<file path="src/source/isaPkg.sv">
package isaPkg;

	// ------------------------------------------------------------------------
	// Widths
	// ------------------------------------------------------------------------
	localparam int WORD_BITS = 32;
	localparam int REG_BITS = 5;
	localparam int OPCODE_BITS = 6;
	localparam int FUNCT_BITS = 6;
	localparam int IMMEDIATE_BITS = 16;

	// Field positions inside an instruction word
	localparam int OPCODE_LSB = 26;
	localparam int RS_LSB = 21;
	localparam int RT_LSB = 16;
	localparam int RD_LSB = 11;
	localparam int FUNCT_LSB = 0;
	localparam int IMMEDIATE_LSB = 0;

	// ------------------------------------------------------------------------
	// Basic types
	// ------------------------------------------------------------------------
	// Data word and byte address
	typedef logic [WORD_BITS-1:0] word_t;
	// Register number, 32 registers
	typedef logic [REG_BITS-1:0] regIndex_t;
	// Raw immediate before sign extension
	typedef logic [IMMEDIATE_BITS-1:0] immediate_t;

	// Major opcode, bits 31..26
	typedef enum logic [OPCODE_BITS-1:0]
	{
		opRType = 6'h00,
		opBeq = 6'h04,
		opAddi = 6'h08,
		opLw = 6'h23,
		opSw = 6'h2b
	} opcode_e;

	// Function field of R-type, bits 5..0
	typedef enum logic [FUNCT_BITS-1:0]
	{
		functAdd = 6'h20,
		functSub = 6'h22,
		functAnd = 6'h24,
		functOr = 6'h25,
		functSlt = 6'h2a
	} funct_e;

endpackage

</file>
<file path="src/source/registerFile.sv">
`timescale 1ns/1ns

module registerFile
(
	input logic clk,
	input logic reset,
	input isaPkg::regIndex_t readReg1,
	input isaPkg::regIndex_t readReg2,
	output isaPkg::word_t readData1,
	output isaPkg::word_t readData2,
	input logic writeEnable,
	input isaPkg::regIndex_t writeReg,
	input isaPkg::word_t writeData
);
	import isaPkg::*;

	word_t registers [2**REG_BITS];

	// Zero register, then same-cycle write bypass, then the array
	function automatic word_t readPort(input regIndex_t index);
		word_t value;
		if (index == '0)
			value = '0;
		else if (writeEnable && (writeReg == index))
			value = writeData;
		else
			value = registers[index];
		return value;
	endfunction

	always_comb
	begin
		readData1 = readPort(readReg1);
		readData2 = readPort(readReg2);
	end

	always_ff @(posedge clk)
	begin
		if (reset)
		begin
			for (int i = 0; i < 2**REG_BITS; i++)
				registers[i] <= '0;
		end
		else if (writeEnable && (writeReg != '0))
			registers[writeReg] <= writeData;
	end

	// $0 never changes, whatever writeback sends
	assert property (@(posedge clk) disable iff (reset) registers[0] == '0);

endmodule

</file>
<file path="config.mk">
export PLATFORM = sky130hd
export DESIGN_NAME = registerFile
export DESIGN_NICKNAME = d
export VERILOG_FILES = /design/src/source/isaPkg.sv /design/src/source/registerFile.sv
export SDC_FILE = /design/constraint.sdc
export NUM_CORES = 2
export LEC_CHECK = 0
export BUFFER_PORTS_ARGS = -buffer_cell sky130_fd_sc_hd__buf_4
export CAP_MARGIN = 20
export CORE_MARGIN = 1.5
export CORE_UTILIZATION = 40
export CTS_BUF_LIST = sky130_fd_sc_hd__clkbuf_16
export CTS_CLUSTER_DIAMETER = 50
export DETAILED_ROUTE_END_ITERATION = 6
export PLACE_DENSITY = 0.61
export SLEW_MARGIN = 20
export SYNTH_ARGS = -nofsm -noshare
export SYNTH_HDL_FRONTEND = slang
export SYNTH_SLANG_ARGS = --single-unit
</file>
<file path="constraint.sdc">
create_clock -name clk -period 2.75 [get_ports clk]
set_input_delay 0.4125 -clock clk [delete_from_list [all_inputs] [get_ports clk]]
set_output_delay 0.4125 -clock clk [all_outputs]
set_load 0.02 [all_outputs]
</file>
# [After elaboration in Yosys (flattened, before gate mapping)]
# Memories as Yosys holds them, arrays and structs flattened.
# Index checks and enable logic that the tools add are counted.
[word_totals] register_bits=0 n_memories=1 input_bits=50 wordCells=22 ramBits=1024
[op_classes] reduce_logical=7 n_mux=12 eq_ne=2
[mem_list] memory="registers" depth=32 word_bits=32 read_ports=2 rd_clocked_by_memory_dff=0 wr=32 line_no="registerFile.sv:17" text="word_t registers [2**REG_BITS];"
[ops] op="32-bit 2-to-1 mux" n=5
[ops] op="32-bit OR reduction" n=1
[ops] op="5-bit == test" n=2
[ops] op="5-bit zero test" n=2
[ops] op="1-bit 2-to-1 mux" n=6
[ops] op="5-bit 2-to-1 mux" n=1
[ops] op="5-bit nonzero test" n=1
[ops] op="1-bit logical AND" n=3

# [Depth between registers and ports, before layout]
[logic_depth] depth_word=7 ltp_mapped=10 mapped_depth_nobuf=5

# [Worst setup path before layout]
# Ideal clock, no wire load.
[synth_path] path_kind="in2out" startpoint="input readReg1[1]" endpoint="output readData1[10]" path_slack_ps=75 arrival_time_ps=2262 path_buffers=3 stages=7 path_cell_list="buf_2 -> buf_1 -> clkbuf_1 -> mux4_2 -> a2111oi_0 -> a21oi_1 -> a22o_1"
[synth_between] elab_chain_cells=4 elab_cells_between_ends=6 cone_classes="eq/ne (1); mux (2); reduce/logical (2); memory (1)"
[synth_rtl] element="from (decl)" line_no="registerFile.sv:7" text="input isaPkg::regIndex_t readReg1,"
[synth_rtl] element="parallel branches: the longest is 3 deep, another holds memory read 32 x 32 bit"
[synth_rtl] element="32-bit 2-to-1 mux (*)" line_no="registerFile.sv:22" text="if (index == '0)"
[synth_rtl] element="to (decl)" line_no="registerFile.sv:9" text="output isaPkg::word_t readData1,"
# Mark *: on every way between the ends.

==> results.cfg <==
[grt]
antenna_found_initial = 15
use_met3_pct = 5.585
grt_pass1_wl_um = 277600
grt_pass1_vias = 36776
grtUsageMet1_pct = 37.31
grt_usage_pct = 27.93
grt_overflow = 0
grt.busiest_layer = met2
met2_usage_pct = 44.45
grt_max_degree = 49

[placement]
place_inst = 5712
gp_congestion = 0.9597
hpwl_um = 130800
portBuffers = 113
pre_cts_ws_ns = -1.005
placed_area_um2 = 61320

[timing]
setup_viol = 64
tightest_slew_ns = 0.8128
finalCriticalPeriod_ns = 3.330
finalCritPeriodShare_pct = 121.1
setup_slack_ns = -0.5801
hold_viol = 0
holdWs_ns = 0.1787
maxSlewViolCount = 0
rsz0062_at_grt = true
relSlewSlack_pct = 45.68
final.setup.tns_ns = -15.37
fmax_mhz = 300.3

[synthesis]
synth_top_area_share_pct = 56.19
synth_compound_area_share_pct = 6.452
async_flop_share_pct = 0
synth_warnings = 0
ys.flop_type = edfxtp_1
synthCells = 3740
syn_area_per_cell_um2 = 14.63
synthSimpleGateAreaFrac_pct = 12.75
synth_seq_cells = 1024
synth_edf_count = 1024
synth.area.top_cells = edfxtp_1 (56%), mux4_2 (16%), and2_1 (11%)
yosysSeqAreaShare_pct = 56.19
synthesis.area_um2 = 54720
synth-adder-area-share_pct = 0
synth_top_family_by_area = multiplexers
synth.area.mux_share_pct = 21.21
synth_xor_area_share_pct = 0.1601
yosysTopAreaCell = edfxtp_1
synth_cell_types = 50

[drt]
drt-total-wl_um = 196600
drt-pass1-iter-count = 7
dr_total_vias = 37102
drtAntennaViolNets = 0
wl_per_cell_um = 32.93
drt_iter0_markers = 5219
viasPerCell = 6.216
drc_errors = 0

[min_path]
hold_path_class = in2reg
hold_start = writeData[15]

[outcome]
status = finished with violations
violations = negative setup slack

[clock_tree]
cts_max_level = 3
ctsHoldBuffers = 0
clockBufferDepth = 3
clockRootBuffer = clkbuf_16
clkTransAtPathRegs_ns = 0.06
cts_tree = done
cts.sinks = 1024
cts_made_buffers = 118

[floorplan]
start_util_pct = 40.35
rows = 135
die_w_um = 372.9
die_y_um = 372.9
io_pins = 114
dieArea_um2 = 139000
core-area_um2 = 135600

[pwr]
p_total_mw = 40.88
ir_drop_mv = 0.6256
p_sw_share_pct = 25.87
power.internal_mw = 30.31
clkPwrFrac_pct = 39.3
power_density_nw_per_um2 = 606.6
power.share.combinational_pct = 15.5
p_seq_share_pct = 45.2
p_sw_mw = 10.58
p_leak_nw = 24.32

[critical_path]
endpoint_kind = output port
worstPathMaxFanout = 2
critPathLaunch = registers[15][20]
worstSetupPathType = reg2out
worst-endpoint-required_ns = 2.34
cp-start-kind = register
arrival_ns = 2.92

[run]
cap_violations = 0

[cells_and_area]
regMostFlops = registers
layout_commonest_cell = edfxtp_1
largest_reg_flops = 1024
final_area_um2 = 67390
reg.largest.list = registers x1024
fin_cells = 5969
fin_util_pct = 49.69
final_layout_size_suffix_gt1_share_pct = 34.61
most-common-layout-cells = edfxtp_1 (1024), and2_1 (993), buf_4 (408), mux4_2 (388), mux2i_1 (281)
syn_to_final_growth_pct = 23.16
nets = 4130
fillers = 11388
-- cell usage after synthesis, types with 12 or more instances --
| cell type | n |
|---|---|
| o22ai_1 | 41 |
| a22oi_1 | 133 |
| o221a_2 | 18 |
| mux2i_1 | 281 |
| a2111oi_0 | 24 |
| edfxtp_1 | 1024 |
| nor2_1 | 43 |
| buf_2 | 69 |
| o221ai_1 | 42 |
| or2_2 | 33 |
| a221o_1 | 13 |
| buf_1 | 16 |
| mux4_2 | 388 |
| and2_1 | 994 |
| nand3_1 | 12 |
| nand2_1 | 35 |
| buf_4 | 22 |
| a21oi_1 | 78 |
| clkbuf_1 | 302 |
| a22o_1 | 55 |
-- area by class of cell --
type	count	area (um2)	share of cell area, %
antenna	7	17.52	0.02599
clock buffer	122	3053	4.530
clock inverter	99	897.1	1.331
inverter	2	7.507	0.01114
multi-input combinational	2331	24060	35.70
sequential	1024	30750	45.63
tap	1781	2228	3.306
timing repair buffer	603	6385	9.474
-- worst max-delay path, stage by stage, from the launching register on --
cell,delay [ns]
edfxtp_1,0.43
mux4_2,0.50
a22o_4,0.26
a2111oi_4,0.37
buf_4,0.20
a21oi_2,0.04
a22o_4,0.25
buf_6,0.13
-- worst paths after layout --
path / slack [ns] / cells past startpoint / end
worst max-delay path: -0.58 / 7 / readData1[20]
worst min-delay path: 0.18 / 2 / registers[14][15]
-- power groups by stage --
stage	Combinational (mW)	Clock, mW	Sequential (mW)
finish	6.32	16.1	18.5
global route	6.49	16.8	18.6
CTS	6.13	16.3	18.5
detailed placement	5.62	0	18.8
global placement	5.60	0	18.7
floorplan	2.99	0	18.6
-- metal layers --
layer | part of all wire, % | wire [um]
met1 | 39 | 76340
met2 | 47 | 92280
met3 | 9.5 | 18670
met4 | 4.7 | 9166
met5 | 0.046 | 91
-- kinds of logic (layout without fill, tap and decap cells) --
kind of cell    after synthesis  count (layout)
flops                      1024            1024
buf+inv                     416             826
xor+xnor                     10              10
mux                         674             674
simple gates               1146            1146
compound gates              469             469
other cells                   1              39
-- what timing repair did --
action | CTS | global route
setup buffers | 14 | 15
resized for setup | 284 | 58
setup endpoints to repair | 64 | 64
pin swaps | 142 | 42
gates cloned | 2 | 0
No activity file was read; power rests on OpenSTA's default activity.
