--- src/source/isaPkg.sv ---
package isaPkg;

	// ------------------------------------------------------------------------
	// Widths
	// ------------------------------------------------------------------------
	localparam int WORD_BITS = 32;
	localparam int REG_BITS = 5;
	localparam int OPCODE_BITS = 6;
	localparam int FUNCT_BITS = 6;
	localparam int IMMEDIATE_BITS = 16;

	// Field positions inside an instruction word
	localparam int OPCODE_LSB = 26;
	localparam int RS_LSB = 21;
	localparam int RT_LSB = 16;
	localparam int RD_LSB = 11;
	localparam int FUNCT_LSB = 0;
	localparam int IMMEDIATE_LSB = 0;

	// ------------------------------------------------------------------------
	// Basic types
	// ------------------------------------------------------------------------
	// Data word and byte address
	typedef logic [WORD_BITS-1:0] word_t;
	// Register number, 32 registers
	typedef logic [REG_BITS-1:0] regIndex_t;
	// Raw immediate before sign extension
	typedef logic [IMMEDIATE_BITS-1:0] immediate_t;

	// Major opcode, bits 31..26
	typedef enum logic [OPCODE_BITS-1:0]
	{
		opRType = 6'h00,
		opBeq = 6'h04,
		opAddi = 6'h08,
		opLw = 6'h23,
		opSw = 6'h2b
	} opcode_e;

	// Function field of R-type, bits 5..0
	typedef enum logic [FUNCT_BITS-1:0]
	{
		functAdd = 6'h20,
		functSub = 6'h22,
		functAnd = 6'h24,
		functOr = 6'h25,
		functSlt = 6'h2a
	} funct_e;

endpackage

--- src/source/pipelinePkg.sv ---
package pipelinePkg;

	// ------------------------------------------------------------------------
	// Execute-stage selects
	// ------------------------------------------------------------------------
	typedef enum logic [2:0]
	{
		aluAdd = 3'd0,
		aluSub = 3'd1,
		aluAnd = 3'd2,
		aluOr = 3'd3,
		aluSlt = 3'd4
	} aluOp_e;

	// Source of an execute operand
	typedef enum logic [1:0]
	{
		fromRegister = 2'd0,
		fromMemory = 2'd1,
		fromWriteback = 2'd2
	} forwardSel_e;

	// Decoded control, 9 bits
	typedef struct packed
	{
		logic regWrite;
		logic memToReg;
		logic memWrite;
		logic branch;
		// 1 picks the immediate, 0 the register
		logic aluSource;
		// 1 writes rd, 0 writes rt
		logic regDest;
		aluOp_e aluOp;
	} controlBundle_t;

	// ------------------------------------------------------------------------
	// Pipeline registers
	// ------------------------------------------------------------------------
	typedef struct packed
	{
		logic valid;
		isaPkg::word_t instr;
		isaPkg::word_t pcPlus4;
	} ifIdReg_t;

	typedef struct packed
	{
		logic valid;
		controlBundle_t control;
		isaPkg::word_t readData1;
		isaPkg::word_t readData2;
		isaPkg::word_t signImm;
		isaPkg::regIndex_t rs;
		isaPkg::regIndex_t rt;
		isaPkg::regIndex_t rd;
	} idExReg_t;

	typedef struct packed
	{
		logic valid;
		controlBundle_t control;
		isaPkg::word_t aluResult;
		isaPkg::word_t writeData;
		isaPkg::regIndex_t writeReg;
	} exMemReg_t;

	// Only the writeback part of the control survives here
	typedef struct packed
	{
		logic valid;
		logic regWrite;
		logic memToReg;
		isaPkg::word_t readData;
		isaPkg::word_t aluResult;
		isaPkg::regIndex_t writeReg;
	} memWbReg_t;

	// Data memory size
	localparam int DATA_DEPTH_WORDS = 256;
	localparam int DATA_INDEX_BITS = 8;

endpackage

--- src/source/controlUnit.sv ---
`timescale 1ns/1ns

module controlUnit
(
	input isaPkg::opcode_e opcode,
	input isaPkg::funct_e funct,
	output pipelinePkg::controlBundle_t control,
	output logic illegal
);
	import isaPkg::*;
	import pipelinePkg::*;

	always_comb
	begin
		// Default is a bundle that writes nothing
		control = '0;
		control.aluOp = aluAdd;
		illegal = 1'b0;
		case (opcode)
			opRType:
			begin
				control.regWrite = 1'b1;
				control.regDest = 1'b1;
				case (funct)
					functAdd: control.aluOp = aluAdd;
					functSub: control.aluOp = aluSub;
					functAnd: control.aluOp = aluAnd;
					functOr: control.aluOp = aluOr;
					functSlt: control.aluOp = aluSlt;
					default:
					begin
						// Unknown funct, drop the write again
						control.regWrite = 1'b0;
						illegal = 1'b1;
					end
				endcase
			end
			opAddi:
			begin
				control.regWrite = 1'b1;
				control.aluSource = 1'b1;
			end
			opLw:
			begin
				// Address is rs plus offset, result into rt
				control.regWrite = 1'b1;
				control.memToReg = 1'b1;
				control.aluSource = 1'b1;
			end
			opSw:
			begin
				control.memWrite = 1'b1;
				control.aluSource = 1'b1;
			end
			opBeq:
			begin
				// Resolved in decode, the ALU op is only informative
				control.branch = 1'b1;
				control.aluOp = aluSub;
			end
			default: illegal = 1'b1;
		endcase
	end

endmodule

--- config.mk ---
export PLATFORM = sky130hd
export DESIGN_NAME = controlUnit
export DESIGN_NICKNAME = d
export VERILOG_FILES = /design/src/source/isaPkg.sv /design/src/source/pipelinePkg.sv /design/src/source/controlUnit.sv
export SDC_FILE = /design/constraint.sdc
export NUM_CORES = 1
export LEC_CHECK = 0
export ABC_AREA = 1
export BUFFER_PORTS_ARGS = -buffer_cell sky130_fd_sc_hd__buf_2
export CORE_AREA = 2 2 39 41
export DETAILED_ROUTE_END_ITERATION = 6
export DIE_AREA = 0 0 41 43
export PLACE_DENSITY_LB_ADDON = 0.08
export SLEW_MARGIN = 20
export SYNTH_ARGS = -nofsm -noshare
export SYNTH_HDL_FRONTEND = slang
export SYNTH_SLANG_ARGS = --single-unit
--- constraint.sdc ---
create_clock -name vclk -period 1.35
set_clock_uncertainty 0.15 [all_clocks]
set_input_delay 0.135 -clock vclk [all_inputs]
set_output_delay 0.135 -clock vclk [all_outputs]
set_load 0.05 [all_outputs]
---- Word-level counts from Yosys, hierarchy flattened ----
Cells that the tools add are included.
cells by class
  muxes and demuxes ....................... 11
  bitwise logic cells ..................... 0
  multipliers ............................. 0
  magnitude comparators ................... 0
  reduce and logical (&&, ||, !) cells .... 5
  $add $sub $neg .......................... 0
  shift operators ......................... 0
  eq/ne operators ......................... 9
  div/mod/pow operators ................... 0
operator list
  cell                count
  $eq 6x6->1 const B  7
  $pmux 3 s4          1
  $mux 1              7
  $eq 6x3->1 const B  1
  $eq 6x4->1 const B  1
  $logic_not 6->1     1
  $pmux 3 s2          1
  $reduce_or 5->1     1
  $pmux 1 s2          2
  $reduce_or 4->1     1
  $reduce_or 3->1     1
  $reduce_or 2->1     1
storage, ports and cells
  output and inout bits ................... 10
  memory bits (writable) .................. 0
  bits in latches ......................... 0
  bits in registers ....................... 0
  memories ................................ 0
  memory bits (read-only) ................. 0

---- Depth between registers and ports, before layout ----
  depth after elaboration ................. 4
  depth in mapped cells ................... 7
  mapped depth without buffers ............ 7

---- Worst setup path before layout ----
No wires, ideal clock.
  path type ............................... in2out
  start point ............................. input opcode[5]
  end point ............................... output control[2] (netlist bit)
  path slack .............................. -0.432 ns
  cell stages on the path ................. 3
  data required time ...................... 1.065 ns
  arrival ................................. 1.497 ns
  path through ............................ nor2_2 nand3_2 nor3_1
RTL lines
  item             RTL line          source
  start, declared  controlUnit.sv:5  input isaPkg::opcode_e opcode,
  end, declared    controlUnit.sv:7  output pipelinePkg::controlBundle_t control,

==> impl_results.md <==
* Reg area at 0 um^2
* Leak at approximately 0.26 nW
* Final instance area at 404 um^2
* Critical Path Start: funct[0]
* Fmax at 815 MHz
* Worst-Margin Slew at about 0.26 ns
* Grt peak-use layer: met2
* Register area share after synthesis at 0%
* Peak VDD IR at between 0.00006 and 0.00007 V
* Peak fanout along the critical path at 3
* Crit-path slowest cell: buf_4
* PwrDens at 211 nW/um^2
* Detailed Routing Iterations Pass 1 at 4
* Hold Slack at roughly 0.57 ns
* Synth Net Count at slightly below 60
* N_diodes at 0
* DR vias/cell at 4.15
* Area leader, netlist: nand2_1
* Slowest Stage Delay on Critical Path at about 0.19 ns
* Die ar. at between 1500 and 2000 um^2
* Starting Density at between 10% and 20%
* Layout cells sized above 1 at 49.3%
* Post-Syn Area at roughly 220 um^2
* GR Util met2 at approximately 16%
* CP arrival at around 0.94 ns
* Nets at 83
* Core ar. at ~1400 um^2
* Commonest non-fill, non-tap cell in the layout: buf_2
* # Max-Cap Violations at 0
* Area Overhead vs Synth at 82.5%
* GR Layer Usage met3 at 0%
* Final Max Slew Viols at 0
* Post-synth top area share at between 20% and 30%
* Syn Area/Cell at ~4.7 um^2
* Die height at 43 um
* Remaining Overflow, GRT at 0
* Worst setup EP type: output port
* Largest net degree at the start of global routing at 6
* Post-synth cell types at 11
* Pre-CTS setup slack at -0.00857 ns
* Crit-path cells: buf_2 > nor2_1 > o211ai_1 > nand2_1 > nand2_1 > nand2_1 > buf_4
* WL/cell at between 7 and 8 um
* I/O Buffers at 22
* RSZ-0062 raised after global routing: false
* Period minus WS final at roughly 1.2 ns
* Yosys warnings at 0
* Vias in the first global route at between 200 and 300
* Worst setup path end: control[8]
* Hold crit path type: in2out
* Most used cell, CP: nand2_1
* GRT Resource Usage Total at under 10%
* Mapped Cells at 47
* Period utilisation layout at just over 90%
* Setup crit start kind: input port
* First-pass GRT wire length at 979 um
* Final WL at approximately 660 um
* Final Hold Viols at 0
* Final worst slack at ~0.12 ns
* Commonest cells after routing, fill and taps aside: 18 x buf_2, 13 x nand2_1, 11 x inv_1, 4 x nor2_4
* Drt initial violations at 6
* Rows at 14
* CP required at roughly 1.1 ns
* GR Util met1 at 8.23%
* Num ports at 22
* Endpoints failing setup at 0
* Placed cell area at ~360 um^2
* CLK BUF at 0
* Vias post-DR at 353
* Setup CP Type: in2out
* Largest cells by area after synthesis: nand2_1 22%, inv_1 19%, nor2_2 14%
* Routed Antenna Nets at 0
* Final Wtd Congestion at 0.645
* Final sequential cell count at 0
* Max-slew headroom at 82.7%
* Status: finished, final reports clean
* Post-DP HPWL at approximately 600 um
* Drt drc at 0
* Chip width at ~41 um
* Initial antenna violation count at 0
## routing by layer
layer,part of all wire (%),vias to the layer above
met4,0,0
met2,53,13
met3,8.2,0
li1,-,190
met5,0,-
met1,38,150
## through the flow
stage	cells	util (%)	total power (W)	TNS [ns]
global route	85	29.2	0.0000933	0
global placement	85	25.9	0.0000741	-0.0102
floorplan	47	-	0.0000424	-0.0192
CTS	85	26.1	0.0000746	0
detailed placement	85	25.9	0.0000736	-0.00857
finish	85	29.2	0.0000851	0
## cells by family (layout without fill, tap and decap cells)
| logic type | after synthesis | count (layout) | synth area share (%) |
|---|---|---|---|
| and+or+nand+nor | 33 | 33 | 73.4 |
| buffers and inverters | 12 | 34 | 20.9 |
| AOI/OAI and AO/OA | 2 | 2 | 5.65 |
## layout make-up
class              instances  area [um^2]
fillers                  171          980
inverters                 12         46.3
multi-input cells         35          218
well taps                 16         20.0
repair buffers            22          120
## synthesized netlist by cell type, drive strengths merged
cell type and number:
clkinv 1, inv 11, nand2 13, nand3 6
nand4 3, nor2 10, nor3 1, o211ai 1
o21ai 1
## power breakdown
group          internal (W)  leakage [nW]  total [W]  switching [W]
sequential                0             0          0              0
combinational     0.0000298         0.258  0.0000851      0.0000553
clock                     0             0          0              0
## how the worst min path moves through the flow
stage / start / end / slack [ns] / cells past startpoint
6_report: funct[1] / control[2] / 0.57 / 4
5_1_grt: funct[1] / control[2] / 0.58 / 4
4_1_cts: opcode[2] / control[6] / 0.57 / 5
3_5_place_dp: opcode[2] / control[6] / 0.56 / 5
3_3_place_gp: opcode[2] / control[6] / 0.57 / 5
2_1_floorplan: funct[1] / control[2] / 0.31 / 2
## critical path, delay by kind of cell
| kind | cells | cell delay [ns] |
|---|---|---|
| buffers and inverters | 2 | 0.29 |
| and+or+nand+nor | 4 | 0.36 |
| AOI/OAI and AO/OA | 1 | 0.17 |
## what timing repair did
action,in CTS,in global routing
resized for setup,1,11
endpoints found under the setup margin,1,4
hold buffers,0,0
buffers inserted,0,0
Power figures use the tool's default switching activity.
