**src/source/isaPkg.sv**
```systemverilog
package isaPkg;

	// ------------------------------------------------------------------------
	// Widths
	// ------------------------------------------------------------------------
	localparam int WORD_BITS = 32;
	localparam int REG_BITS = 5;
	localparam int OPCODE_BITS = 6;
	localparam int FUNCT_BITS = 6;
	localparam int IMMEDIATE_BITS = 16;

	// Field positions inside an instruction word
	localparam int OPCODE_LSB = 26;
	localparam int RS_LSB = 21;
	localparam int RT_LSB = 16;
	localparam int RD_LSB = 11;
	localparam int FUNCT_LSB = 0;
	localparam int IMMEDIATE_LSB = 0;

	// ------------------------------------------------------------------------
	// Basic types
	// ------------------------------------------------------------------------
	// Data word and byte address
	typedef logic [WORD_BITS-1:0] word_t;
	// Register number, 32 registers
	typedef logic [REG_BITS-1:0] regIndex_t;
	// Raw immediate before sign extension
	typedef logic [IMMEDIATE_BITS-1:0] immediate_t;

	// Major opcode, bits 31..26
	typedef enum logic [OPCODE_BITS-1:0]
	{
		opRType = 6'h00,
		opBeq = 6'h04,
		opAddi = 6'h08,
		opLw = 6'h23,
		opSw = 6'h2b
	} opcode_e;

	// Function field of R-type, bits 5..0
	typedef enum logic [FUNCT_BITS-1:0]
	{
		functAdd = 6'h20,
		functSub = 6'h22,
		functAnd = 6'h24,
		functOr = 6'h25,
		functSlt = 6'h2a
	} funct_e;

endpackage

```
**src/source/pipelinePkg.sv**
```systemverilog
package pipelinePkg;

	// ------------------------------------------------------------------------
	// Execute-stage selects
	// ------------------------------------------------------------------------
	typedef enum logic [2:0]
	{
		aluAdd = 3'd0,
		aluSub = 3'd1,
		aluAnd = 3'd2,
		aluOr = 3'd3,
		aluSlt = 3'd4
	} aluOp_e;

	// Source of an execute operand
	typedef enum logic [1:0]
	{
		fromRegister = 2'd0,
		fromMemory = 2'd1,
		fromWriteback = 2'd2
	} forwardSel_e;

	// Decoded control, 9 bits
	typedef struct packed
	{
		logic regWrite;
		logic memToReg;
		logic memWrite;
		logic branch;
		// 1 picks the immediate, 0 the register
		logic aluSource;
		// 1 writes rd, 0 writes rt
		logic regDest;
		aluOp_e aluOp;
	} controlBundle_t;

	// ------------------------------------------------------------------------
	// Pipeline registers
	// ------------------------------------------------------------------------
	typedef struct packed
	{
		logic valid;
		isaPkg::word_t instr;
		isaPkg::word_t pcPlus4;
	} ifIdReg_t;

	typedef struct packed
	{
		logic valid;
		controlBundle_t control;
		isaPkg::word_t readData1;
		isaPkg::word_t readData2;
		isaPkg::word_t signImm;
		isaPkg::regIndex_t rs;
		isaPkg::regIndex_t rt;
		isaPkg::regIndex_t rd;
	} idExReg_t;

	typedef struct packed
	{
		logic valid;
		controlBundle_t control;
		isaPkg::word_t aluResult;
		isaPkg::word_t writeData;
		isaPkg::regIndex_t writeReg;
	} exMemReg_t;

	// Only the writeback part of the control survives here
	typedef struct packed
	{
		logic valid;
		logic regWrite;
		logic memToReg;
		isaPkg::word_t readData;
		isaPkg::word_t aluResult;
		isaPkg::regIndex_t writeReg;
	} memWbReg_t;

	// Data memory size
	localparam int DATA_DEPTH_WORDS = 256;
	localparam int DATA_INDEX_BITS = 8;

endpackage

```
**src/source/aluUnit.sv**
```systemverilog
`timescale 1ns/1ns

module aluUnit
(
	input pipelinePkg::aluOp_e operation,
	input isaPkg::word_t sourceA,
	input isaPkg::word_t sourceB,
	output isaPkg::word_t result,
	output logic zero
);
	import pipelinePkg::*;

	always_comb
	begin
		case (operation)
			aluAdd: result = sourceA + sourceB;
			aluSub: result = sourceA - sourceB;
			aluAnd: result = sourceA & sourceB;
			aluOr: result = sourceA | sourceB;
			aluSlt:
			begin
				// Signed compare, result is 0 or 1
				result = '0;
				result[0] = $signed(sourceA) < $signed(sourceB);
			end
			default: result = '0;
		endcase
	end

	// Equality flag for sub
	assign zero = (result == '0);

endmodule

```
**config.mk**
```make
export PLATFORM = sky130hd
export DESIGN_NAME = aluUnit
export DESIGN_NICKNAME = d
export VERILOG_FILES = /design/src/source/isaPkg.sv /design/src/source/pipelinePkg.sv /design/src/source/aluUnit.sv
export SDC_FILE = /design/constraint.sdc
export NUM_CORES = 1
export LEC_CHECK = 0
export BUFFER_PORTS_ARGS = -buffer_cell sky130_fd_sc_hd__buf_2
export CORE_MARGIN = 1
export CORE_UTILIZATION = 45
export DETAILED_ROUTE_END_ITERATION = 7
export GPL_TIMING_DRIVEN = 0
export PLACE_DENSITY_LB_ADDON = 0.3
export SKIP_LAST_GASP = 1
export SLEW_MARGIN = 10
export SYNTH_ARGS = -nofsm -noshare
export SYNTH_HDL_FRONTEND = slang
export SYNTH_SLANG_ARGS = --single-unit
```
**constraint.sdc**
```tcl
create_clock -name vclk -period 12.3
set_clock_uncertainty 0.2 [all_clocks]
set_input_delay 2.46 -clock vclk [all_inputs]
set_output_delay 2.46 -clock vclk [all_outputs]
set_load 0.01 [all_outputs]
```
* After elaboration in Yosys (flattened, before gate mapping)
Cells that the tools add are included.
** Storage, ports and cells
- Register bits after elaboration :: 0
- Input bits :: 67
- Output and inout port bits :: 33
- Word-level logic and storage cells :: 12
** Operators by class
- $add $sub $neg :: 2
- Magnitude comparators :: 1
- Eq/ne operators :: 4
- Mux-type cells :: 1
- Bitwise gates (word level) :: 2
- Reduce and logical (&&, ||, !) cells :: 2
** Operators with widths (number)
- case mux 32 bit (5 select lines) :: 1
- adder 32 bit :: 1
- bitwise AND 32 bit :: 1
- logical NOT 32 bit :: 1
- < comparator 32 bit :: 1
- bitwise OR 32 bit :: 1
- subtractor 32 bit :: 1
- == test 3 x 2 -> 1 bit (second input constant) :: 2
- == test 3 x 1 -> 1 bit (second input constant) :: 1
- == test 3 bit (second input constant) :: 1
- logical NOT 3 bit :: 1

* Depth between registers and ports, before layout
- Depth after elaboration :: 3
- Mapped depth :: 14
- Gate-level depth less buffers :: 13

* Worst setup path before layout
OpenSTA, ideal clock, no wires.
- Path type :: input port to output port
- Start point :: in sourceA[16]
- End point :: out zero
- Data arrival time :: 5.315 ns
- Required time :: 9.640 ns
- Path slack :: 4.325 ns
- Stages :: 12
- Path buffers :: 1
- Cell sequence :: inv_1 > ha_1 > buf_2 > and2_1 > a221o_1 > a221o_1 > o31ai_4 > o21ai_1 > or3_1 > a32o_1 > a2111oi_0 > and4bb_1
** Between the ends
- Longest elaborated chain between the ends :: 3
- Elaborated cells on any way between the ends :: 7
- Classes of those cells :: add/sub (2); order compare (1); mux (1); bitwise (2); reduce/logical (1)
** RTL lines
- from (decl) :: RTL line aluUnit.sv:6 : input isaPkg::word_t sourceA,
- subtractor 32 bit or adder 32 bit (tied branches) :: RTL line aluUnit.sv:17, aluUnit.sv:16
- case mux 32 bit (5 select lines) (*) :: RTL line aluUnit.sv:15 : case (operation)
- named net result[31] :: RTL line aluUnit.sv:8 : output isaPkg::word_t result,
- logical NOT 32 bit (*) :: RTL line aluUnit.sv:31 : assign zero = (result == '0);
- to (decl) :: RTL line aluUnit.sv:9 : output logic zero
The timed path passes the listed nets; every way through them passes the cells marked *.

* Final worst setup path
- Start point :: in operation[0]
- End point :: out zero
** Between the ends
- Longest elaborated chain between the ends :: 3
- Elaborated cells on any way between the ends :: 7
- Classes of those cells :: eq/ne (4); mux (1); reduce/logical (2)
** RTL lines
- from (decl) :: RTL line aluUnit.sv:5 : input pipelinePkg::aluOp_e operation,
- == test 3 bit, or another cell as far along :: RTL line aluUnit.sv:15
- case mux 32 bit (5 select lines) (*) :: RTL line aluUnit.sv:15
- logical NOT 32 bit (*) :: RTL line aluUnit.sv:31
Every way passes the cells marked *; elsewhere a longest branch is shown, timed or not.

==> results.md <==
* Max_cap viols at 0
* Final Util at 52.0%
* Cell Count, Final, Fillers Out at 1079
* Setup violations, final at 0
* Pwr dens at 48.0 nW/um2
* Max incr delay on CP at 0.63 ns
* Initial DRC count at 827
* Starting Density at 46.3%
* DIE AREA at 12800 um2
* Status: finished, final reports clean
* Routed WL at 20400 um
* Switch share at 63.8%
* DR WL met2 at 8830 um
* GP Congestion at 0.959
* Core ar. at 12000 um2
* Crit. End Element: output port
* Internal Power at 0.108 mW
* Startpoint types: input port
* Post-Syn Area at 5560 um2
* Hold Path Class: in -> out
* Total Nets Final at 1108
* Least-Margin Pin Slew at 0.977 ns
* Vias in the first global route at 6223
* Max Clk Rate at 0.109 GHz
* Antenna cells at 0
* First-pass GRT wire length at 32100 um
* Post-CTS Hold Fix Bufs at 0
* Placed Instances at 1079
* Slew Limit Fails at 0
* Final TNS setup at 0 ns
* Total area of sequential cells at 0 um2
* Register area share after synthesis at 0%
* Wire per inst at 18.9 um
* Grt total ovfl at 0
* RSZ-0062 raised after global routing: false
* Hold Violations, Final at 0
* Critical path peak fanout at 10
* Die Y-Extent at 113 um
* Share of layout cells above drive strength 1 at 13.9%
* Part of the power in the clock network at 0%
* Minimum clock period at 9.16 ns
* Filler Cell Count at 1298
* Final period util at 74.5%
* First-pass DRT Iterations at 6
* DR top layer: met4
* ANT nets after route at 0
* Area of the multi-input gates at 5000 um2
* Post-synthesis instance total at 832
* Initial antenna violation count at 0
* Syn_nets at 1006
* Die width at 113 um
* Critical Path Most Common Cell: clkbuf_1
* Area Overhead vs Synth at 12.3%
* Mean Syn Cell Area at 6.68 um2
* Post-CTS resize count at 0
* All-layer global routing usage at 31.4%
* Dominant delay contributor by cell family on the critical path: buffers and inverters
* Synth unique cells at 77
* Reg power frac at 0%
* Cell row count at 40
* M1 WL at 8380 um
* Top-Level Pins at 100
* Critical path class: in -> out
* Length of routed met3 wiring at 2190 um
* Syn. warnings at 0
* Post-CTS setup buffers at 0
* NetSw at 0.191 mW
* Slew HR at 34.6%
* Maximum vdd drop at 0.0000212 V
* Vias/cell at 6.44
* Clock buf count at 0
* Worst path cell trace: buf_2, clkbuf_1, clkbuf_1, buf_1, clkbuf_1, buf_1, nand2_1, o211ai_1, o211ai_1, a21oi_1, nand4_1, and4bb_1, buf_2
* Worst Path Buf+Inv at 7
* Comb power frac at 100.0%
* FFs & Latches at 0
* Number of port buffers at 100
* Crit path DAT at 6.50 ns
* HPWL Detailed at 16400 um
* Largest net degree at the start of global routing at 11
* Residual DRC at 0
* Vias at 6951
* Critical Path RT at 9.64 ns
* Slowest CP cell: buf_1
* Leakage at 3.04 nW
routing by layer:
metal	up-vias	GRT usage, %
li1	3262	-
met1	3147	42.0
met2	459	49.7
met3	83	4.45
met4	0	14.4
met5	-	0
power by group through the flow:
stage / clock, mW / combinational [mW] / sequential [mW]
detailed placement: 0 / 0.289 / 0
global route: 0 / 0.325 / 0
finish: 0 / 0.300 / 0
floorplan: 0 / 0.198 / 0
CTS: 0 / 0.291 / 0
global placement: 0 / 0.288 / 0
cell usage after synthesis (13+ instances only):
cell      count  area share, %
a21oi_1      69            6.2
a21o_1       14            1.9
nand2_1      57            3.8
o211ai_1     18            2.4
clkbuf_1     34            2.3
nor4_1       16            1.8
nor2b_1      15            1.7
o21ai_0      30            2.7
a211oi_1     13            1.8
or3_1        14            1.6
nor2_1       70            4.7
nand3_1      15            1.4
nor3_1       27            2.4
inv_1        93            6.3
ha_1        105             24
layout by cell type (no fill, tap or decap), drive strengths merged, types with 4 or more instances in the layout:
cell,n
mux2i,10
a21o,14
or3,14
and3,7
a21oi,70
nor4,16
a22oi,4
clkbuf,34
or2,4
or4,6
nand4,12
nor2,70
o21a,10
and2,5
nand2b,11
a221oi,5
a211o,6
o211ai,18
nand3,15
nor3,27
o21bai,7
ha,105
nor2b,16
inv,96
o211a,4
o22ai,8
a211oi,14
a221o,6
buf,114
o31ai,13
o21ai,36
o221ai,4
o2111ai,5
nand2,57
a2111oi,9
o311ai,6
xnor2,12
a31oi,11
logic make-up after synthesis:
logic type	synth area share, %
xor+xnor	2.21
buf+inv	9.95
mux	1.80
simple gates	24.8
fa+ha+maj	24.4
compound gates	36.9
stage by stage:
stage                     setup WS (ns)  hold WS, ns  total power [mW]  instance area (um2)
after global routing               3.03         5.38             0.325                 6240
after CTS                          3.27         5.32             0.291                 6240
final                              3.14         5.34             0.300                 6240
after floorplan                    4.33         5.01             0.198                 5560
after detailed placement           3.28         5.31             0.289                 6240
after global placement             3.33         5.31             0.288                 6240
path summary, 6_finish.rpt:
check	start	end	slack, ns	cells after the start
max	operation[0]	zero	3.14	13
min	operation[0]	result[3]	5.34	6
cell type report:
class,count,area share [%]
Buffer,48,3.09
Inverter,96,5.77
Multi-Input combinational cell,688,80.2
Tap cell,147,2.95
Timing Repair Buffer,100,8.02
No activity file was read; power rests on OpenSTA's default activity.
