==> config.mk <==
export PLATFORM = sky130hd
export DESIGN_NAME = hazardUnit
export DESIGN_NICKNAME = d
export VERILOG_FILES = /design/src/source/isaPkg.sv /design/src/source/pipelinePkg.sv /design/src/source/hazardUnit.sv
export SDC_FILE = /design/constraint.sdc
export NUM_CORES = 1
export LEC_CHECK = 0
export BUFFER_PORTS_ARGS = -buffer_cell sky130_fd_sc_hd__buf_2
export CORE_AREA = 2 2 115 117
export DETAILED_ROUTE_END_ITERATION = 8
export DIE_AREA = 0 0 117 119
export GPL_TIMING_DRIVEN = 0
export PLACE_DENSITY_LB_ADDON = 0.15
export SETUP_SLACK_MARGIN = 0.1
export SLEW_MARGIN = 10
export SYNTH_ARGS = -nofsm -noshare
export SYNTH_HDL_FRONTEND = slang
export SYNTH_SLANG_ARGS = --single-unit
==> constraint.sdc <==
create_clock -name vclk -period 2.32
set_input_delay 0.348 -clock vclk [all_inputs]
set_output_delay 0.348 -clock vclk [all_outputs]
set_load 0.01 [all_outputs]
==> src/source/isaPkg.sv <==
package isaPkg;

	// ------------------------------------------------------------------------
	// Widths
	// ------------------------------------------------------------------------
	localparam int WORD_BITS = 32;
	localparam int REG_BITS = 5;
	localparam int OPCODE_BITS = 6;
	localparam int FUNCT_BITS = 6;
	localparam int IMMEDIATE_BITS = 16;

	// Field positions inside an instruction word
	localparam int OPCODE_LSB = 26;
	localparam int RS_LSB = 21;
	localparam int RT_LSB = 16;
	localparam int RD_LSB = 11;
	localparam int FUNCT_LSB = 0;
	localparam int IMMEDIATE_LSB = 0;

	// ------------------------------------------------------------------------
	// Basic types
	// ------------------------------------------------------------------------
	// Data word and byte address
	typedef logic [WORD_BITS-1:0] word_t;
	// Register number, 32 registers
	typedef logic [REG_BITS-1:0] regIndex_t;
	// Raw immediate before sign extension
	typedef logic [IMMEDIATE_BITS-1:0] immediate_t;

	// Major opcode, bits 31..26
	typedef enum logic [OPCODE_BITS-1:0]
	{
		opRType = 6'h00,
		opBeq = 6'h04,
		opAddi = 6'h08,
		opLw = 6'h23,
		opSw = 6'h2b
	} opcode_e;

	// Function field of R-type, bits 5..0
	typedef enum logic [FUNCT_BITS-1:0]
	{
		functAdd = 6'h20,
		functSub = 6'h22,
		functAnd = 6'h24,
		functOr = 6'h25,
		functSlt = 6'h2a
	} funct_e;

endpackage

==> src/source/pipelinePkg.sv <==
package pipelinePkg;

	// ------------------------------------------------------------------------
	// Execute-stage selects
	// ------------------------------------------------------------------------
	typedef enum logic [2:0]
	{
		aluAdd = 3'd0,
		aluSub = 3'd1,
		aluAnd = 3'd2,
		aluOr = 3'd3,
		aluSlt = 3'd4
	} aluOp_e;

	// Source of an execute operand
	typedef enum logic [1:0]
	{
		fromRegister = 2'd0,
		fromMemory = 2'd1,
		fromWriteback = 2'd2
	} forwardSel_e;

	// Decoded control, 9 bits
	typedef struct packed
	{
		logic regWrite;
		logic memToReg;
		logic memWrite;
		logic branch;
		// 1 picks the immediate, 0 the register
		logic aluSource;
		// 1 writes rd, 0 writes rt
		logic regDest;
		aluOp_e aluOp;
	} controlBundle_t;

	// ------------------------------------------------------------------------
	// Pipeline registers
	// ------------------------------------------------------------------------
	typedef struct packed
	{
		logic valid;
		isaPkg::word_t instr;
		isaPkg::word_t pcPlus4;
	} ifIdReg_t;

	typedef struct packed
	{
		logic valid;
		controlBundle_t control;
		isaPkg::word_t readData1;
		isaPkg::word_t readData2;
		isaPkg::word_t signImm;
		isaPkg::regIndex_t rs;
		isaPkg::regIndex_t rt;
		isaPkg::regIndex_t rd;
	} idExReg_t;

	typedef struct packed
	{
		logic valid;
		controlBundle_t control;
		isaPkg::word_t aluResult;
		isaPkg::word_t writeData;
		isaPkg::regIndex_t writeReg;
	} exMemReg_t;

	// Only the writeback part of the control survives here
	typedef struct packed
	{
		logic valid;
		logic regWrite;
		logic memToReg;
		isaPkg::word_t readData;
		isaPkg::word_t aluResult;
		isaPkg::regIndex_t writeReg;
	} memWbReg_t;

	// Data memory size
	localparam int DATA_DEPTH_WORDS = 256;
	localparam int DATA_INDEX_BITS = 8;

endpackage

==> src/source/hazardUnit.sv <==
`timescale 1ns/1ns

module hazardUnit
(
	input isaPkg::regIndex_t decodeRs,
	input isaPkg::regIndex_t decodeRt,
	input logic decodeBranch,
	input pipelinePkg::idExReg_t execute,
	input isaPkg::regIndex_t executeWriteReg,
	input pipelinePkg::exMemReg_t memory,
	input pipelinePkg::memWbReg_t writeback,
	output pipelinePkg::forwardSel_e forwardA,
	output pipelinePkg::forwardSel_e forwardB,
	output logic forwardDecodeA,
	output logic forwardDecodeB,
	output logic stall,
	output logic flushExecute
);
	import isaPkg::*;
	import pipelinePkg::*;

	logic executeWrites;
	logic executeLoads;
	logic memoryWrites;
	logic memoryLoads;
	logic loadUse;
	logic branchOnExecute;
	logic branchOnLoad;

	// Live writer whose nonzero destination matches the source
	function automatic logic hits(input logic writes, input regIndex_t dest,
		input regIndex_t source);
		return writes && (dest != '0) && (dest == source);
	endfunction

	// Memory stage wins over writeback, it is the younger result
	function automatic forwardSel_e forwardFor(input regIndex_t source,
		input exMemReg_t mem, input memWbReg_t wb);
		forwardSel_e select;
		select = fromRegister;
		if (hits(mem.valid && mem.control.regWrite, mem.writeReg, source))
			select = fromMemory;
		else if (hits(wb.valid && wb.regWrite, wb.writeReg, source))
			select = fromWriteback;
		return select;
	endfunction

	// --------------------------------------------------------------------
	// Forwarding
	// --------------------------------------------------------------------
	assign forwardA = forwardFor(execute.rs, memory, writeback);
	assign forwardB = forwardFor(execute.rt, memory, writeback);

	assign memoryWrites = memory.valid && memory.control.regWrite;
	// Branch compare takes ALU results from memory, writeback goes via the file
	assign forwardDecodeA = hits(memoryWrites, memory.writeReg, decodeRs);
	assign forwardDecodeB = hits(memoryWrites, memory.writeReg, decodeRt);

	// --------------------------------------------------------------------
	// Stalls
	// --------------------------------------------------------------------
	assign executeWrites = execute.valid && execute.control.regWrite;
	assign executeLoads = executeWrites && execute.control.memToReg;
	assign memoryLoads = memoryWrites && memory.control.memToReg;

	// Load in execute, consumer in decode
	assign loadUse = hits(executeLoads, executeWriteReg, decodeRs)
		|| hits(executeLoads, executeWriteReg, decodeRt);
	// Branch operand still being computed
	assign branchOnExecute = decodeBranch && (hits(executeWrites, executeWriteReg, decodeRs)
		|| hits(executeWrites, executeWriteReg, decodeRt));
	// Branch operand is a load not yet back from memory
	assign branchOnLoad = decodeBranch && (hits(memoryLoads, memory.writeReg, decodeRs)
		|| hits(memoryLoads, memory.writeReg, decodeRt));

	assign stall = loadUse || branchOnExecute || branchOnLoad;
	// Held instruction leaves a bubble behind it
	assign flushExecute = stall;

endmodule

* Word level (Yosys, flattened, before mapping)
Cells that the tools add are included.
** Cells by class
- Equality and inequality tests :: 8
- Muxes and demuxes :: 4
- Reduce and logical (&&, ||, !) cells :: 32
** Operators by type and width (number)
- equality test 5 bit :: 8
- logical AND 1 bit :: 24
- nonzero test 5 bit :: 3
- two-way mux 2 bit :: 4
- logical OR 1 bit :: 5
** Storage, ports and cells
- Register bits :: 0
- Input port bits :: 288
- Output and inout bits :: 8
- Word-level logic and storage cells :: 44

* Longest topological paths before layout
Gate-level depths: netlist of run 1.
- Depth in word-level cells :: 7
- Depth in mapped cells :: 7
- Depth with buffers taken out :: 5

* Least setup slack after synthesis of run 1
No wires, ideal clock.
- Kind :: input to output
- Start point :: input port memory[4] (netlist bit)
- End point :: output port forwardB[1]
- Arrival time :: 1.692 ns
- Data required time :: 1.972 ns
- Setup slack :: 0.280 ns
- Stages on the path :: 5
- Path buffers :: 1
- Cells stage by stage :: buf_2 > or4_4 > o211ai_4 > nor4_2 > nor4_2
** Between the ends
- Word-level cells in the longest chain between the ends :: 4
- Elaborated cells between the ends (all ways) :: 5
- Those cells by class :: 1 x eq/ne; 1 x mux; 3 x reduce/logical
** Ends and longest elaborated chain
- start: declaration :: RTL line hazardUnit.sv:10 : input pipelinePkg::exMemReg_t memory,
- nonzero test 5 bit :: RTL line hazardUnit.sv:33 : return writes && (dest != '0) && (dest == source);
- logical AND 1 bit :: RTL line hazardUnit.sv:33
- logical AND 1 bit (*) :: RTL line hazardUnit.sv:33
- two-way mux 2 bit (*) :: RTL line hazardUnit.sv:41 : if (hits(mem.valid && mem.control.regWrite, mem.writeReg, source))
- end: declaration :: RTL line hazardUnit.sv:13 : output pipelinePkg::forwardSel_e forwardB,
Mark *: on every way between the ends. The rest lies on a longest branch, timed or not.

* Final worst setup path of run 1
- Start point :: input port memory[4] (netlist bit)
- End point :: output port stall
** Between the ends
- Word-level cells in the longest chain between the ends :: 6
- Elaborated cells between the ends (all ways) :: 9
- Those cells by class :: 2 x eq/ne; 7 x reduce/logical
** Ends and longest elaborated chain
- nonzero test 5 bit :: RTL line hazardUnit.sv:33
- logical AND 1 bit (2 in a row) :: RTL line hazardUnit.sv:33
- logical OR 1 bit (*) :: RTL line hazardUnit.sv:74 : || hits(memoryLoads, memory.writeReg, decodeRt));
- logical AND 1 bit (*) :: RTL line hazardUnit.sv:73 : assign branchOnLoad = decodeBranch && (hits(memoryLoads, memory.writeReg, decodeRs)
- logical OR 1 bit (*) :: RTL line hazardUnit.sv:76 : assign stall = loadUse || branchOnExecute || branchOnLoad;
- end: declaration :: RTL line hazardUnit.sv:16 : output logic stall,
Marks and branches as above.

==> results by group, run 1 <==
Setup path
  – CP max FO: 5
  – Cell-by-cell trace of the critical path: buf_2 -> or4_4 -> o211a_1 -> o2111ai_1 -> o21ai_1 -> buf_4 -> buf_2
  – Critical Path AT: 1.80 ns
  – CP max-delay cell: or4_4
  – Critical Path Start: memory[4]
  – Critical Path RT: between 1.5 and 2 ns
  – Largest stage delay on the critical path: about 0.56 ns
  – Top cell by count, worst path: buf_2
  – CP Buf/Inv Count: 3
  – CP Capture Type: output port
  – WS Path Type: input port to output port
  – Crit path launch type: input port
  – Crit-path leading delay family: simple AND/OR/NAND/NOR gates

Synth
  – Mapped Area: around 600 um2
  – Synth Instances: just under 80
  – Post-synthesis sequential area ratio: 0%
  – Post-synthesis xor/xnor area fraction: between 50% and 60%
  – Synth unique cells: 20
  – Synth Area in Compound Gates: between 10% and 20%
  – Simple-Gate Fraction of Synth Area: about a quarter
  – Post-Syn Nets: between 300 and 400
  – Area fraction of the dominant cell type after synthesis: between 30% and 40%
  – Adder-Cell Fraction of Synth Area: 0%
  – Syn Area/Cell: just under 8 um2
  – Ranking of synthesized cells by area: xnor2_1 (31%), xor2_1 (28%), nor3_1 (5.8%)
  – Syn. warnings: 0
  – Largest family of logic cells by synthesized area: XOR/XNOR gates
  – Synth area leader: xnor2_1
  – Post-synthesis mux area share: 0%

Global routing
  – Vias in the first global route: slightly below 800
  – Initial antenna violation count: 2
  – Global route overflow: 0
  – Largest net degree at the start of global routing: 7
  – First-pass GRT wire length: ~5000 um
  – Total global-route track usage: 4.72%

Timing
  – Hold slack: 1.09 ns
  – Max_slew headroom: 76.7%
  – Final setup viols: 0
  – Fin. max-slew vios: 0
  – RSZ-0062 raised after global routing: true
  – Max Fclk: 0.466 GHz
  – TNS Setup: 0 ns
  – Tcrit/Tclk final: 92.5%
  – Final hold vios: 0
  – Worst Tran Pin Value: between 0.3 and 0.4 ns
  – Tmin final: between 2 and 2.5 ns

Detailed routing
  – DR WL/cell: between 10 and 15 um
  – Total wire length: 3300 um
  – Vias per Instance: 2.42
  – Vias: around 730
  – DRC marker count from the first detailed-route iteration: 17
  – DR DRC count: 0
  – Drt first pass iters: 4
  – DRT antenna net count: 0

Cells and area
  – Share of post-route cells with drive strength above 1: ~46%
  – Layout area overhead: 78.7%
  – # fillers: about 1.5k
  – Clkbuf count: 0
  – FFs & Latches: 0
  – Nets: ~420
  – Register area: 0 um2

Run
  – Maxcap violations: 0

Outcome
  – Status: completed

Pwr
  – Max VDD drop: approximately 0.037 mV
  – PD cells: about 150 nW/um2
  – Pleak: 0.393 nW

Place
  – Detailed Place HPWL: 3050 um
  – IO Port Bufs: 47
  – Gpl congestion: approximately 0.69

Die
  – # IOs: ~300
  – Std cell rows: 42
  – Core Area: around 13000 um2
  – Width of the die: approximately 120 um
  – Starting Density: about 4.7%
  – Die Span Y: 119 um
  – DIE AREA: approximately 14000 um2

Hold path
  – Hold endpoint: flushExecute
  – Worst hold path depth: 4
  – HP Start: execute[119]
  – Hold Crit Class: input port to output port

Clock tree
  – CTS hold repair buffers: 0
[routing by layer]
layer / routed length, um / vias to the layer above / track usage, %
li1: - / 365 / -
met2: 1310 / 41 / 6.97
met1: 1660 / 321 / 7.16
met5: 7 / - / 0
met3: 321 / 2 / 1.42
met4: 0 / 2 / 0
[cell usage in the layout (no fill, tap or decap), drive strengths merged]
cell type and n:
nor3 7, nand3 6, nor4 4, o2111ai 2, nand2 2, xnor2 21, clkbuf 1, o21ai 1
o211ai 2, a31oi 1, or4 3, xor2 19, o211a 1, diode 1, nor2 2, buf 53
[power by group]
part	internal, mW	leakage [nW]	total (mW)	switching [mW]
Combinational	0.0767	0.393	0.160	0.0829
Clock	0.0000000576	0.00000634	0.0000000576	0
Sequential	0	0	0	0
[cells in the mapped netlist]
library cell,count
buf_2,3
or4_1,2
o211a_1,1
or4_4,1
nand3_1,6
o21ai_0,1
a31oi_1,1
o211ai_1,1
nor2_1,2
buf_6,1
o211ai_4,1
buf_4,1
o2111ai_1,2
nor4_1,2
xnor2_1,21
clkbuf_1,1
nor4_2,2
nor3_1,7
xor2_1,19
nand2_1,2
[worst min-delay path, stage by stage]
cell       delay (ns)
buf_2            0.10
o2111ai_1        0.07
o21ai_1          0.08
buf_2            0.14
[how the worst max path moves through the flow]
| stage | to | slack, ns | cells after the start |
|---|---|---|---|
| 2_1_floorplan | forwardB[1] | 0.28 | 5 |
| 3_3_place_gp | forwardB[1] | 0.07 | 6 |
| 3_5_place_dp | forwardB[1] | 0.06 | 6 |
| 4_1_cts | forwardA[1] | 0.12 | 6 |
| 5_1_grt | forwardA[1] | 0.08 | 6 |
| 6_report | stall | 0.17 | 7 |
[area by class of cell]
type,instances,area (um2),area share (%)
diodes,1,2.50,0.234
plain buffers,6,37.5,3.50
repair buffers,48,243,22.7
multi-input cells,71,568,53.0
well taps,176,220,20.6
[what timing repair did]
item / CTS / global route
setup buffers: 1 / 0
endpoints found under the setup margin: 2 / 3
resized for setup: 0 / 2
pin swaps: 2 / 1
[through the flow]
stage / utilization [%] / setup slack [ns] / area, um2 / power, mW / std cells
after floorplan: - / 0.280 / 599 / 0.0836 / 77
after global placement: 8.19 / 0.0707 / 1050 / 0.160 / 300
after detailed placement: 8.19 / 0.0648 / 1050 / 0.160 / 300
after CTS: 8.25 / 0.119 / 1060 / 0.162 / 301
after global routing: 8.30 / 0.0804 / 1070 / 0.178 / 301
final: 8.32 / 0.173 / 1070 / 0.160 / 302
[logic make-up after synthesis]
group,Yosys count
AND/OR/NAND/NOR,24
buffers and inverters,6
AO/OA/AOI/OAI,7
XOR/XNOR,40
Note: power is estimated with default switching activity, not from simulation.
==> run 2, diff against run 1 <==
GPL_TIMING_DRIVEN = 1   (was 0)
RECOVER_POWER = 25   (was not set)
clock period = 2 ns   (was 2.32 ns; I/O delays follow)
==> run 2 against run 1 <==
First-iteration DRC count is 35% lower. Sequential share of layout area stayed put. Combinational power is 31% higher.
==> results by group, run 2 (same netlist as run 1, synthesis figures left out) <==
Detailed routing
  – DR DRC count: 0
  – DRT antenna net count: 0
  – Vias: 735
  – Vias per Instance: between 2 and 2.5
  – Drt first pass iters: 4
  – Total wire length: 3130 um
  – DR WL/cell: approximately 10 um
  – DRC marker count from the first detailed-route iteration: 11

Setup path
  – Critical path endpoint: forwardB[1]
  – Critical Path AT: roughly 1.6 ns
  – Critical Path RT: 1.70 ns
  – CP max FO: 2
  – CP Capture Type: output port
  – Crit path launch type: input port
  – Critical Path Start: writeback[1]
  – WS Path Type: input port to output port

Run
  – Maxcap violations: 0

Die
  – Width of the die: 117 um
  – Core Area: 12900 um2
  – # IOs: between 200 and 300
  – DIE AREA: around 14000 um2
  – Starting Density: 4.66%
  – Die Span Y: roughly 120 um
  – Std cell rows: 42

Timing
  – PnR worst setup slack: approximately 0.070 ns
  – RSZ-0062 raised after global routing: true
  – Hold slack: approximately 0.96 ns
  – Max_slew headroom: between 70 and 80%
  – Max Fclk: around 0.52 GHz
  – Final setup viols: 0
  – Worst Tran Pin Value: between 0.3 and 0.4 ns
  – TNS Setup: 0 ns
  – Fin. max-slew vios: 0
  – Final hold vios: 0
  – Tmin final: about 1.9 ns
  – Tcrit/Tclk final: 96.5%

Global routing
  – Met1 GRT Util: approximately 6.6%
  – Vias in the first global route: between 800 and 900
  – Global route overflow: 0
  – Most Used Layer, Global Route: met2
  – Total global-route track usage: 4.43%
  – Initial antenna violation count: 1
  – Met2 Resource Use GR: 6.97%
  – First-pass GRT wire length: ~4600 um
  – Largest net degree at the start of global routing: 7
  – Met3 Use GR: less than 1%

Cells and area
  – Clkbuf count: 0
  – Most common cell after layout, fill and taps aside: buf_2
  – Register area: 0 um2
  – Antenna cell count: 0
  – FFs & Latches: 0
  – Fin util: a little under a tenth
  – Share of post-route cells with drive strength above 1: between 50 and 60%
  – Fin area: roughly 1200 um2
  – Nets: roughly 430
  – Most frequent cells in the layout: buf_2 (49), xnor2_1 (21), xor2_1 (19)
  – Post-route insts no fill: 315
  – Layout area overhead: 101%

Pwr
  – Pleak: about 0.47 nW
  – Max VDD drop: 0.0473 mV
  – PD cells: roughly 170 nW/um2
  – Total power: between 0.2 and 0.25 mW

Place
  – Detailed Place HPWL: around 3000 um
  – Dpl cells: 313
  – Place WS: -0.0756 ns
  – Gpl congestion: between 0.6 and 0.7
  – Placed cell areas: ~1100 um2
  – IO Port Bufs: 52

Hold path
  – Worst hold path depth: 4
  – Hold Crit Class: input port to output port

Outcome
  – Status: completed

Clock tree
  – CTS hold repair buffers: 0
==> run 2: how the worst min path moves through the flow <==
stage / startpoint / to / slack, ns
final: execute[119] / stall / 0.96
after global routing: execute[119] / stall / 0.99
after global placement: execute[119] / stall / 0.97
after floorplan: memory[78] / forwardB[0] / 0.73
after detailed placement: execute[119] / stall / 0.98
after CTS: execute[119] / stall / 0.98
==> run 2: area by class of cell <==
class	count	area, um2
multi-input cells	71	583
repair buffers	68	403
well taps	176	220
fillers	1526	11700
==> run 2: layer usage <==
metal,up-vias,share of wire (%)
li1,394,-
met1,317,50
met2,24,44
met3,0,6.9
met4,0,0
met5,-,0
==> run 2: repair_timing <==
action / in CTS / in global routing
pin swaps: 6 / 3
gates resized for setup: 6 / 4
setup endpoints to repair: 3 / 6
buffers inserted: 1 / 2
==> run 2: critical path, cell delays in order <==
cell,delay (ns)
buf_4,0.13
buf_6,0.11
xor2_1,0.13
or4_1,0.53
nor4_2,0.24
buf_2,0.18
==> run 2: where the power goes <==
group          internal [mW]  total [mW]  switching [mW]
Sequential                 0           0               0
Clock                      0           0               0
Combinational          0.109       0.210           0.100
Total                  0.109       0.210           0.100
